--- src/rtl/host_cfg_pkg.sv ---
package host_cfg_pkg;

    // ------------------------------
    // stream geometry
    // ------------------------------

    // host to core beat, 64 bits wide
    localparam int DATA_WID = 64;

    // one enable per data byte
    localparam int KEEP_WID = DATA_WID / 8;

    // host queue id, carried in tid on the host side
    localparam int QID_WID = 12;

    // ------------------------------
    // host functions
    // ------------------------------

    // PF plus three VFs
    localparam int NUM_FUNC = 4;

    // out-of-range packet counter, saturating
    localparam int DROP_CNT_WID = 16;

endpackage : host_cfg_pkg

--- src/rtl/host_types_pkg.sv ---
package host_types_pkg;

    import host_cfg_pkg::*;

    // ------------------------------
    // function type
    // ------------------------------

    // encoding that replaces the queue id in tid after the filter
    typedef enum logic [1:0] {
        PF  = 2'd0,
        VF0 = 2'd1,
        VF1 = 2'd2,
        VF2 = 2'd3
    } func_typ_t;

    // host queue id and the window config values
    typedef logic [QID_WID-1:0] qid_t;

    // ------------------------------
    // beat payloads
    // ------------------------------

    // classified beat, as stored by the register slice ahead of the demux
    typedef struct packed {
        logic [DATA_WID-1:0] data;
        logic [KEEP_WID-1:0] keep;
        logic                last;
        func_typ_t           tid;
    } raw_beat_t;

endpackage : host_types_pkg

--- src/rtl/host_q_classify.sv ---
module host_q_classify
    import host_cfg_pkg::*;
    import host_types_pkg::*;
(
    input  logic                core_clk,
    input  logic                core_rstn,

    // host side, tid holds the queue id
    input  logic                in_valid,
    output logic                in_ready,
    input  logic [DATA_WID-1:0] in_data,
    input  logic [KEEP_WID-1:0] in_keep,
    input  logic                in_last,
    input  qid_t                in_qid,

    // static queue windows, one per function
    input  qid_t                q_base [NUM_FUNC],
    input  qid_t                q_num  [NUM_FUNC],

    // registered beat plus window hits
    output logic                out_valid,
    input  logic                out_ready,
    output logic [DATA_WID-1:0] out_data,
    output logic [KEEP_WID-1:0] out_keep,
    output logic                out_last,
    output logic [NUM_FUNC-1:0] out_hit
);

    logic [NUM_FUNC-1:0] hit_nxt;
    logic                accept;

    // ------------------------------
    // window compares
    // ------------------------------

    // half-open window, end computed one bit wider so base + num cannot wrap
    for (genvar j = 0; j < NUM_FUNC; j++) begin : g_win
        logic [QID_WID:0] win_end;

        assign win_end    = {1'b0, q_base[j]} + {1'b0, q_num[j]};
        assign hit_nxt[j] = (in_qid >= q_base[j]) && ({1'b0, in_qid} < win_end);
    end

    // ------------------------------
    // output register
    // ------------------------------

    // room when empty or when the held beat leaves this cycle
    assign in_ready = !out_valid || out_ready;
    assign accept   = in_valid && in_ready;

    always_ff @(posedge core_clk) begin
        if (!core_rstn) begin
            out_valid <= 1'b0;
        end else if (accept) begin
            out_valid <= 1'b1;
        end else if (out_ready) begin
            out_valid <= 1'b0;
        end
    end

    // payload and compare results, loaded on accept only
    always_ff @(posedge core_clk) begin
        if (accept) begin
            out_data <= in_data;
            out_keep <= in_keep;
            out_last <= in_last;
            out_hit  <= hit_nxt;
        end
    end

    // stalled beat must stay put until the filter takes it
    a_hold_stable : assert property (
        @(posedge core_clk) disable iff (!core_rstn)
        out_valid && !out_ready |=> out_valid && $stable(out_data) && $stable(out_keep)
                                    && $stable(out_last) && $stable(out_hit)
    );

endmodule : host_q_classify

--- src/rtl/host_q_filter.sv ---
module host_q_filter
    import host_cfg_pkg::*;
    import host_types_pkg::*;
(
    input  logic                    core_clk,
    input  logic                    core_rstn,

    // from classify
    input  logic                    in_valid,
    output logic                    in_ready,
    input  logic [DATA_WID-1:0]     in_data,
    input  logic [KEEP_WID-1:0]     in_keep,
    input  logic                    in_last,
    input  logic [NUM_FUNC-1:0]     in_hit,

    // kept beats with the function type in tid
    output logic                    out_valid,
    input  logic                    out_ready,
    output logic [DATA_WID-1:0]     out_data,
    output logic [KEEP_WID-1:0]     out_keep,
    output logic                    out_last,
    output func_typ_t               out_func,

    output logic [DROP_CNT_WID-1:0] drop_cnt
);

    logic any_hit;
    logic drop_eop;

    // ------------------------------
    // gate and encode
    // ------------------------------

    assign any_hit = |in_hit;

    // dropped beats are consumed at the downstream ready and never shown
    assign in_ready  = out_ready;
    assign out_valid = in_valid && any_hit;
    assign out_data  = in_data;
    assign out_keep  = in_keep;
    assign out_last  = in_last;

    // lowest window wins on overlap so the scan runs downwards
    always_comb begin
        out_func = PF;
        for (int j = NUM_FUNC - 1; j >= 0; j--) begin
            if (in_hit[j]) begin
                out_func = func_typ_t'(j[$bits(func_typ_t)-1:0]);
            end
        end
    end

    // ------------------------------
    // drop counter
    // ------------------------------

    // one count per packet at its last beat
    assign drop_eop = in_valid && in_ready && !any_hit && in_last;

    always_ff @(posedge core_clk) begin
        if (!core_rstn) begin
            drop_cnt <= '0;
        end else if (drop_eop && (drop_cnt != '1)) begin
            drop_cnt <= drop_cnt + 1'b1;
        end
    end

    // hits come registered from classify so no X may reach the encode
    a_func_known : assert property (
        @(posedge core_clk) disable iff (!core_rstn)
        out_valid |-> !$isunknown(in_hit) && in_hit[out_func]
    );

endmodule : host_q_filter

--- src/rtl/axis_reg_slice.sv ---
module axis_reg_slice #(
    parameter type payload_t = logic [7:0]
) (
    input  logic     core_clk,
    input  logic     core_rstn,

    input  logic     in_valid,
    output logic     in_ready,
    input  payload_t in_payload,

    output logic     out_valid,
    input  logic     out_ready,
    output payload_t out_payload
);

    logic accept;

    // ------------------------------
    // single entry, full rate
    // ------------------------------

    // a new beat may enter in the cycle the held one leaves
    assign in_ready = !out_valid || out_ready;
    assign accept   = in_valid && in_ready;

    always_ff @(posedge core_clk) begin
        if (!core_rstn) begin
            out_valid <= 1'b0;
        end else if (accept) begin
            out_valid <= 1'b1;
        end else if (out_ready) begin
            out_valid <= 1'b0;
        end
    end

    // payload only, valid above carries the state
    always_ff @(posedge core_clk) begin
        if (accept) begin
            out_payload <= in_payload;
        end
    end

endmodule : axis_reg_slice

--- src/rtl/host_func_demux.sv ---
module host_func_demux
    import host_cfg_pkg::*;
    import host_types_pkg::*;
(
    input  logic                core_clk,
    input  logic                core_rstn,

    // classified stream from the slice
    input  logic                in_valid,
    output logic                in_ready,
    input  logic [DATA_WID-1:0] in_data,
    input  logic [KEEP_WID-1:0] in_keep,
    input  logic                in_last,
    input  func_typ_t           in_func,

    // PF, VF0 and VF1 share this output
    output logic                pfvf_valid,
    input  logic                pfvf_ready,
    output logic [DATA_WID-1:0] pfvf_data,
    output logic [KEEP_WID-1:0] pfvf_keep,
    output logic                pfvf_last,
    output func_typ_t           pfvf_func,

    // VF2 only
    output logic                vf2_valid,
    input  logic                vf2_ready,
    output logic [DATA_WID-1:0] vf2_data,
    output logic [KEEP_WID-1:0] vf2_keep,
    output logic                vf2_last
);

    logic sop;
    logic sel_vf2;
    logic route_vf2;
    logic accept;

    // ------------------------------
    // packet tracking
    // ------------------------------

    // first beat decides and later beats follow the latched side
    assign route_vf2 = sop ? (in_func == VF2) : sel_vf2;

    // at most one side holds a beat so this is the held side's ready
    assign in_ready = (!pfvf_valid || pfvf_ready) && (!vf2_valid || vf2_ready);
    assign accept   = in_valid && in_ready;

    always_ff @(posedge core_clk) begin
        if (!core_rstn) begin
            sop        <= 1'b1;
            sel_vf2    <= 1'b0;
            pfvf_valid <= 1'b0;
            vf2_valid  <= 1'b0;
        end else begin
            if (accept) begin
                sop     <= in_last;
                sel_vf2 <= route_vf2;
            end
            if (accept && !route_vf2) begin
                pfvf_valid <= 1'b1;
            end else if (pfvf_ready) begin
                pfvf_valid <= 1'b0;
            end
            if (accept && route_vf2) begin
                vf2_valid <= 1'b1;
            end else if (vf2_ready) begin
                vf2_valid <= 1'b0;
            end
        end
    end

    // ------------------------------
    // output registers
    // ------------------------------

    // only the selected side loads
    always_ff @(posedge core_clk) begin
        if (accept && !route_vf2) begin
            pfvf_data <= in_data;
            pfvf_keep <= in_keep;
            pfvf_last <= in_last;
            pfvf_func <= in_func;
        end
        if (accept && route_vf2) begin
            vf2_data <= in_data;
            vf2_keep <= in_keep;
            vf2_last <= in_last;
        end
    end

    // beats inside a packet land on the latched side only
    a_sel_locked : assert property (
        @(posedge core_clk) disable iff (!core_rstn)
        accept && !sop |=> (sel_vf2 ? (vf2_valid && !pfvf_valid) : (pfvf_valid && !vf2_valid))
    );

endmodule : host_func_demux

--- src/rtl/host_ingress.sv ---
module host_ingress
    import host_cfg_pkg::*;
    import host_types_pkg::*;
(
    input  logic                    core_clk,
    input  logic                    core_rstn,

    // host stream, tid is the queue id
    input  logic                    in_valid,
    output logic                    in_ready,
    input  logic [DATA_WID-1:0]     in_data,
    input  logic [KEEP_WID-1:0]     in_keep,
    input  logic                    in_last,
    input  qid_t                    in_qid,

    // queue windows per function
    input  qid_t                    q_base [NUM_FUNC],
    input  qid_t                    q_num  [NUM_FUNC],

    output logic [DROP_CNT_WID-1:0] drop_cnt,

    output logic                    pfvf_valid,
    input  logic                    pfvf_ready,
    output logic [DATA_WID-1:0]     pfvf_data,
    output logic [KEEP_WID-1:0]     pfvf_keep,
    output logic                    pfvf_last,
    output func_typ_t               pfvf_func,

    output logic                    vf2_valid,
    input  logic                    vf2_ready,
    output logic [DATA_WID-1:0]     vf2_data,
    output logic [KEEP_WID-1:0]     vf2_keep,
    output logic                    vf2_last
);

    // classify to filter
    logic                cls_valid;
    logic                cls_ready;
    logic [DATA_WID-1:0] cls_data;
    logic [KEEP_WID-1:0] cls_keep;
    logic                cls_last;
    logic [NUM_FUNC-1:0] cls_hit;

    // filter to slice, slice to demux
    logic                flt_valid;
    logic                flt_ready;
    raw_beat_t           flt_beat;
    logic                slc_valid;
    logic                slc_ready;
    raw_beat_t           slc_beat;

    // ------------------------------
    // stages
    // ------------------------------

    host_q_classify host_q_classify_i (
        .core_clk  (core_clk),
        .core_rstn (core_rstn),
        .in_valid  (in_valid),
        .in_ready  (in_ready),
        .in_data   (in_data),
        .in_keep   (in_keep),
        .in_last   (in_last),
        .in_qid    (in_qid),
        .q_base    (q_base),
        .q_num     (q_num),
        .out_valid (cls_valid),
        .out_ready (cls_ready),
        .out_data  (cls_data),
        .out_keep  (cls_keep),
        .out_last  (cls_last),
        .out_hit   (cls_hit)
    );

    // outputs land straight in the slice payload fields
    host_q_filter host_q_filter_i (
        .core_clk  (core_clk),
        .core_rstn (core_rstn),
        .in_valid  (cls_valid),
        .in_ready  (cls_ready),
        .in_data   (cls_data),
        .in_keep   (cls_keep),
        .in_last   (cls_last),
        .in_hit    (cls_hit),
        .out_valid (flt_valid),
        .out_ready (flt_ready),
        .out_data  (flt_beat.data),
        .out_keep  (flt_beat.keep),
        .out_last  (flt_beat.last),
        .out_func  (flt_beat.tid),
        .drop_cnt  (drop_cnt)
    );

    axis_reg_slice #(
        .payload_t (raw_beat_t)
    ) axis_reg_slice_i (
        .core_clk    (core_clk),
        .core_rstn   (core_rstn),
        .in_valid    (flt_valid),
        .in_ready    (flt_ready),
        .in_payload  (flt_beat),
        .out_valid   (slc_valid),
        .out_ready   (slc_ready),
        .out_payload (slc_beat)
    );

    host_func_demux host_func_demux_i (
        .core_clk   (core_clk),
        .core_rstn  (core_rstn),
        .in_valid   (slc_valid),
        .in_ready   (slc_ready),
        .in_data    (slc_beat.data),
        .in_keep    (slc_beat.keep),
        .in_last    (slc_beat.last),
        .in_func    (slc_beat.tid),
        .pfvf_valid (pfvf_valid),
        .pfvf_ready (pfvf_ready),
        .pfvf_data  (pfvf_data),
        .pfvf_keep  (pfvf_keep),
        .pfvf_last  (pfvf_last),
        .pfvf_func  (pfvf_func),
        .vf2_valid  (vf2_valid),
        .vf2_ready  (vf2_ready),
        .vf2_data   (vf2_data),
        .vf2_keep   (vf2_keep),
        .vf2_last   (vf2_last)
    );

endmodule : host_ingress

--- config.mk ---
export PLATFORM = sky130hd
export DESIGN_NAME = host_ingress
export DESIGN_NICKNAME = d
export VERILOG_FILES = /design/src/rtl/host_cfg_pkg.sv /design/src/rtl/host_types_pkg.sv /design/src/rtl/host_q_classify.sv /design/src/rtl/host_q_filter.sv /design/src/rtl/axis_reg_slice.sv /design/src/rtl/host_func_demux.sv /design/src/rtl/host_ingress.sv
export SDC_FILE = /design/constraint.sdc
export NUM_CORES = 1
export LEC_CHECK = 0
export ABC_AREA = 1
export BUFFER_PORTS_ARGS = -buffer_cell sky130_fd_sc_hd__buf_2
export CAP_MARGIN = 20
export CORE_ASPECT_RATIO = 0.5
export CORE_UTILIZATION = 54
export DETAILED_ROUTE_END_ITERATION = 8
export HOLD_SLACK_MARGIN = 0.05
export PLACE_DENSITY = 0.8
export SYNTH_ARGS = -nofsm -noshare
export SYNTH_HDL_FRONTEND = slang
export SYNTH_SLANG_ARGS = --single-unit
--- constraint.sdc ---
create_clock -name core_clk -period 6.5 [get_ports core_clk]
set_input_delay 1.3 -clock core_clk [delete_from_list [all_inputs] [get_ports core_clk]]
set_output_delay 1.3 -clock core_clk [all_outputs]
set_load 0.05 [all_outputs]
* Yosys cells after proc, flatten, opt, wreduce, memory -nomap -nowiden
Index checks and enable logic that the tools add are counted.
Cells by class: $add $sub $neg 5, equal/unequal tests 2, muxes and demuxes 12, $lt $le $gt $ge 8, reductions and logical operators 31
Operator list (count):
- 12-bit by 12-bit adder with 13-bit output | 4
- 12-bit by 13-bit < comparator with 1-bit output | 4
- 12-bit >= comparator | 4
- 16-bit by 1-bit adder with 16-bit output (second input constant) | 1
- 16-bit inequality test (second input constant) | 1
- 1-bit logical AND | 15
- 1-bit two-way mux | 10
- 2-bit nonzero test | 4
- 1-bit zero test | 6
- 1-bit logical OR | 4
- 2-bit two-way mux | 2
- 4-bit OR reduction | 1
- 2-bit == test (second input constant) | 1
- 2-bit OR reduction | 1
Word-level totals: output and inout bits 167, flip-flop bits (word level) 322, word-level logic and storage cells 81, bits of input ports 186

* Depth between registers and ports, before layout
depth after elaboration 8, depth in mapped cells 16, gate-level depth less buffers 16

* By module
Synthesis repeated with hierarchy kept, for this count alone.
Unflattened totals: cell total of the unflattened synthesis 1405, area, all modules 15740.1 sq um
By module, submodules not included:
- host_q_classify | times used 1, area an instance 7181.9 sq um, cells an instance 900, seq. area each 2332.2 sq um
- host_func_demux | times used 1, area an instance 4649.5 sq um, cells an instance 178, seq. area each 4524.3 sq um
- axis_reg_slice | times used 1, area an instance 2303.5 sq um, cells an instance 82, seq. area each 2272.2 sq um
- host_q_filter | times used 1, area an instance 1605.3 sq um, cells an instance 245, seq. area each 320.3 sq um

* Worst setup path before layout
No wires, ideal clock.
kind input to register, from input vf2_ready, to register host_func_demux_i.pfvf_data[0] (enable), slack 1222 ps, stages on the path 4, data arrival time 4766 ps, buffers on the path 0, data required time 5988 ps, library setup time 512 ps, cell sequence inv_1 > nand2_1 > nand3_1 > nor2_1
Between the ends: cells in the longest elaborated chain, start to end 4
Ends and longest elaborated chain:
- start: declaration | line host_ingress.sv:30 | input logic vf2_ready,
- 1-bit logical OR | line host_func_demux.sv:45 | assign in_ready = (!pfvf_valid || pfvf_ready) && (!vf2_valid || vf2_ready);
- 1-bit logical AND | line host_func_demux.sv:45
- 1-bit logical AND | line host_func_demux.sv:46 | assign accept = in_valid && in_ready;
- 1-bit logical AND | line host_func_demux.sv:78 | if (accept && !route_vf2) begin
- end signal: assignment | line host_func_demux.sv:79 | pfvf_data <= in_data;
- end: declaration | line host_func_demux.sv:19 | output logic [DATA_WID-1:0] pfvf_data,
Every way passes these cells. A chain may end at the register's enable or synchronous reset.

* Worst setup path after layout
from input pfvf_ready, to output in_ready
Between the ends: cells in the longest elaborated chain, start to end 4
Ends and longest elaborated chain:
- start: declaration | line host_ingress.sv:23 | input logic pfvf_ready,
- 1-bit logical OR | line host_func_demux.sv:45
- 1-bit logical AND | line host_func_demux.sv:45
- 1-bit logical OR | line axis_reg_slice.sv:23 | assign in_ready = !out_valid || out_ready;
- 1-bit logical OR | line host_q_classify.sv:49 | assign in_ready = !out_valid || out_ready;
- end: declaration | line host_ingress.sv:10 | output logic in_ready,
Every way passes these cells.

==> results by group <==
Outcome
  – Status: finished, final reports clean

Setup path
  – Critical Path End: in_ready
  – Worst R2R Path Depth: 4
  – Worst EP arrival: 2.19 ns
  – Critical path fanouts, max: 4
  – Worst R2R Setup Slack: 4.01 ns
  – Critical path capture point type: output pin
  – WS Path Type: input port to output pin
  – Startpoint Class: input port
  – R2r endpoint: host_func_demux_i.vf2_data[34]
  – Worst setup path start: pfvf_ready
  – Worst path required time: 5.20 ns
  – RR Startpoint: host_func_demux_i.sop

Power and ir drop
  – Clk network pwr share: 0.339
  – Logic pwr share: 0.143
  – Peak VDD IR: 0.0001985 V
  – Switch share: 0.2455
  – Pwr Density: 254.7 nW/um^2
  – Sw power: 0.001130 W
  – Internal: 0.003471 W
  – Sequential share of power: 0.518
  – Leakage dissipation: 8.012 nW

Timing
  – Rel. slew slack: 0.2976
  – Post-route setup slack: 3.008 ns
  – Worst hold slack: 0.4031 ns
  – Final Hold Viols: 0
  – Fin crit period: 3.492 ns
  – Fin crit share: 0.5372
  – Setup violations, final: 0
  – Final number of max-transition violations: 0
  – Setup TNS: 0 ns
  – Worst Clk Skew: 0.02553 ns
  – Max Fclk: 286.4 MHz
  – Worst Max-Slew Pin Slew: 1.051 ns
  – RSZ-0062 raised after global routing: false

Clock tree
  – Worst-Skew Late Latency: 0.54 ns
  – Clock transition at the registers of the reported paths: 0.06 ns
  – CTS Buf Count: 28
  – Cts hold-fix bufs: 0
  – H-Tree Depth: 1
  – Root Driver: clkbuf_16
  – CTS tree: done
  – Setup Fix Bufs, Post-CTS: 0
  – Post-cts resize count: 0
  – Clock buffer depth: 3
  – CTS Sinks: 322

Synthesis
  – Ys async rst share: 0
  – Synth warnings: 0
  – Seq/Total Area, Yosys: 0.6321
  – Post-Synthesis Cells: 1,270
  – EDFF count, synth: 300
  – Yosys cell types: 32
  – Main synth FF type: edfxtp_1
  – #FFs+latches synth: 322
  – Synth Net Count: 1,601
  – Syn_area_per_cell: 11.77 sq um
  – Netlist Area Pre-Place: 14,950 sq um

Route
  – Final wirelength: 33,660 um
  – Vias per Instance: 5.208
  – Pre-antenna DRT Iters: 5
  – Vias: 10.58k
  – Initial DRC count: 575
  – Post-route antenna net violation count: 0
  – Post-route DRC: 0
  – Routed WL per cell: 16.57 um

Finish
  – Layout Nets: 1,985
  – Register area: 9449 sq um
  – Area growth, synth to finish: 20.84%
  – Share of layout cells above drive strength 1: 0.2524
  – Most frequent cells in the layout: 352 x buf_2, 308 x nand2_1, 300 x edfxtp_1, 142 x inv_1, 141 x ha_1
  – Layout Utilization: 0.6740
  – Filler cell count: 1,972
  – Most common cell after layout, fill and taps aside: buf_2
  – Area of the multi-input gates: 4932 sq um

Die
  – Die height: 119.7 um
  – Core area: 26,800 sq um
  – Num ports: 353
  – Die area: 28,390 sq um
  – Starting Density: 0.5578
  – Chip width: 237.3 um
  – Num rows: 42

Global routing
  – First-pass GRT wire length: 52,340 um
  – Pin count of the biggest net entering global routing: 45
  – Overall routing resource usage: 0.2350
  – Remaining Overflow, GRT: 0
  – Initial antenna violation count: 8
  – Vias in the first global route: 10.43k

Min path
  – Worst hold start: host_q_classify_i.out_data[26]
  – Hold depth: 0
  – Hold Path Class: flop to flop

Job
  – Max Cap Viol: 0

Placement
  – Post-DP HPWL: 25,780 um
  – Worst slack, placed: 2.756 ns
  – Gp weighted congestion: 0.9331
  – Number of port buffers: 352
==> routing by layer <==
metal	up-vias	share of wire	routed length, um	track usage
met5	-	0.0012	39	0
met4	6	0.028	949	0.07823
met3	78	0.055	1861	0.03612
met2	327	0.52	17430	0.4349
met1	5004	0.40	13380	0.2812
li1	5167	-	-	-
==> registers in the layout, indices dropped and copies added, names as in the netlist <==
register,cells
axis_reg_slice_i.out_payload,75
host_func_demux_i.pfvf_data,64
host_func_demux_i.vf2_data,64
host_q_classify_i.out_data,64
host_q_filter_i.drop_cnt,16
host_func_demux_i.pfvf_keep,8
host_func_demux_i.vf2_keep,8
host_q_classify_i.out_keep,8
host_q_classify_i.out_hit,4
host_func_demux_i.pfvf_func,2
axis_reg_slice_i.out_valid,1
host_func_demux_i.pfvf_last,1
host_func_demux_i.pfvf_valid,1
host_func_demux_i.sel_vf2,1
host_func_demux_i.sop,1
host_func_demux_i.vf2_last,1
host_func_demux_i.vf2_valid,1
host_q_classify_i.out_last,1
host_q_classify_i.out_valid,1
==> kinds of logic (layout without fill, tap and decap cells) <==
group | count (synthesis) | after routing | synth area share
adder cells (fa/ha/maj) | 145 | 145 | 0.1234
AO/OA/AOI/OAI | 123 | 123 | 0.04570
buffers and inverters | 149 | 555 | 0.03900
other | 0 | 4 | 0
XOR/XNOR | 35 | 35 | 0.02051
AND/OR/NAND/NOR | 496 | 496 | 0.1394
flip-flops | 322 | 322 | 0.6321
==> power by group through the flow <==
stage	registers, W	logic [W]	clock network, W
floorplan	0.00250	0.000375	0
global placement	0.00242	0.000623	0
detailed placement	0.00243	0.000652	0
CTS	0.00239	0.000655	0.00159
global route	0.00239	0.000743	0.00167
finish	0.00239	0.000657	0.00156
==> critical path: stages <==
cell and delay (ns):
buf_2 0.09, inv_1 0.03, nand2_1 0.08, nand2_1 0.06, nand2_1 0.12, inv_1 0.10, nand2_1 0.10, buf_2 0.30
==> per-stage QoR <==
step                cell area, sq um  total power (W)  cells
global route                   18060         0.004806   2031
detailed placement             17160         0.003083   1975
finish                         18060         0.004601   2032
global placement               17160         0.003047   1975
floorplan                      14950         0.002872   1270
CTS                            18030         0.004629   2027
==> final cells by class <==
cell class	instances	share of cell area
antenna	4	0.0005541
clock buffer	35	0.04024
clock inverter	17	0.008034
inverter	146	0.03041
multi-input combinational	799	0.2730
sequential	322	0.5231
tap	352	0.02438
timing repair buffer	357	0.1003
==> worst min path at each step <==
stage,end
3_3_place_gp,axis_reg_slice_i.out_payload[62]
5_1_grt,axis_reg_slice_i.out_payload[65]
3_5_place_dp,axis_reg_slice_i.out_payload[10]
2_1_floorplan,axis_reg_slice_i.out_payload[10]
4_1_cts,axis_reg_slice_i.out_payload[57]
6_report,axis_reg_slice_i.out_payload[37]
==> synth_stat cells (all sizes together) (8+ instances only) <==
| cell | instances | area, sq um |
|---|---|---|
| inv | 144 | 540.5 |
| a21oi | 82 | 440.4 |
| dfxtp | 22 | 440.4 |
| nand3 | 42 | 210.2 |
| edfxtp | 300 | 9009 |
| xor2 | 20 | 175.2 |
| xnor2 | 15 | 131.4 |
| nand2 | 312 | 1186 |
| ha | 141 | 1764 |
| nor3 | 9 | 45.04 |
| a21o | 8 | 60.06 |
| nand4 | 22 | 152.7 |
| o21ai | 24 | 120.1 |
| nor2 | 99 | 409.1 |
(Power assumes the default switching activity.)
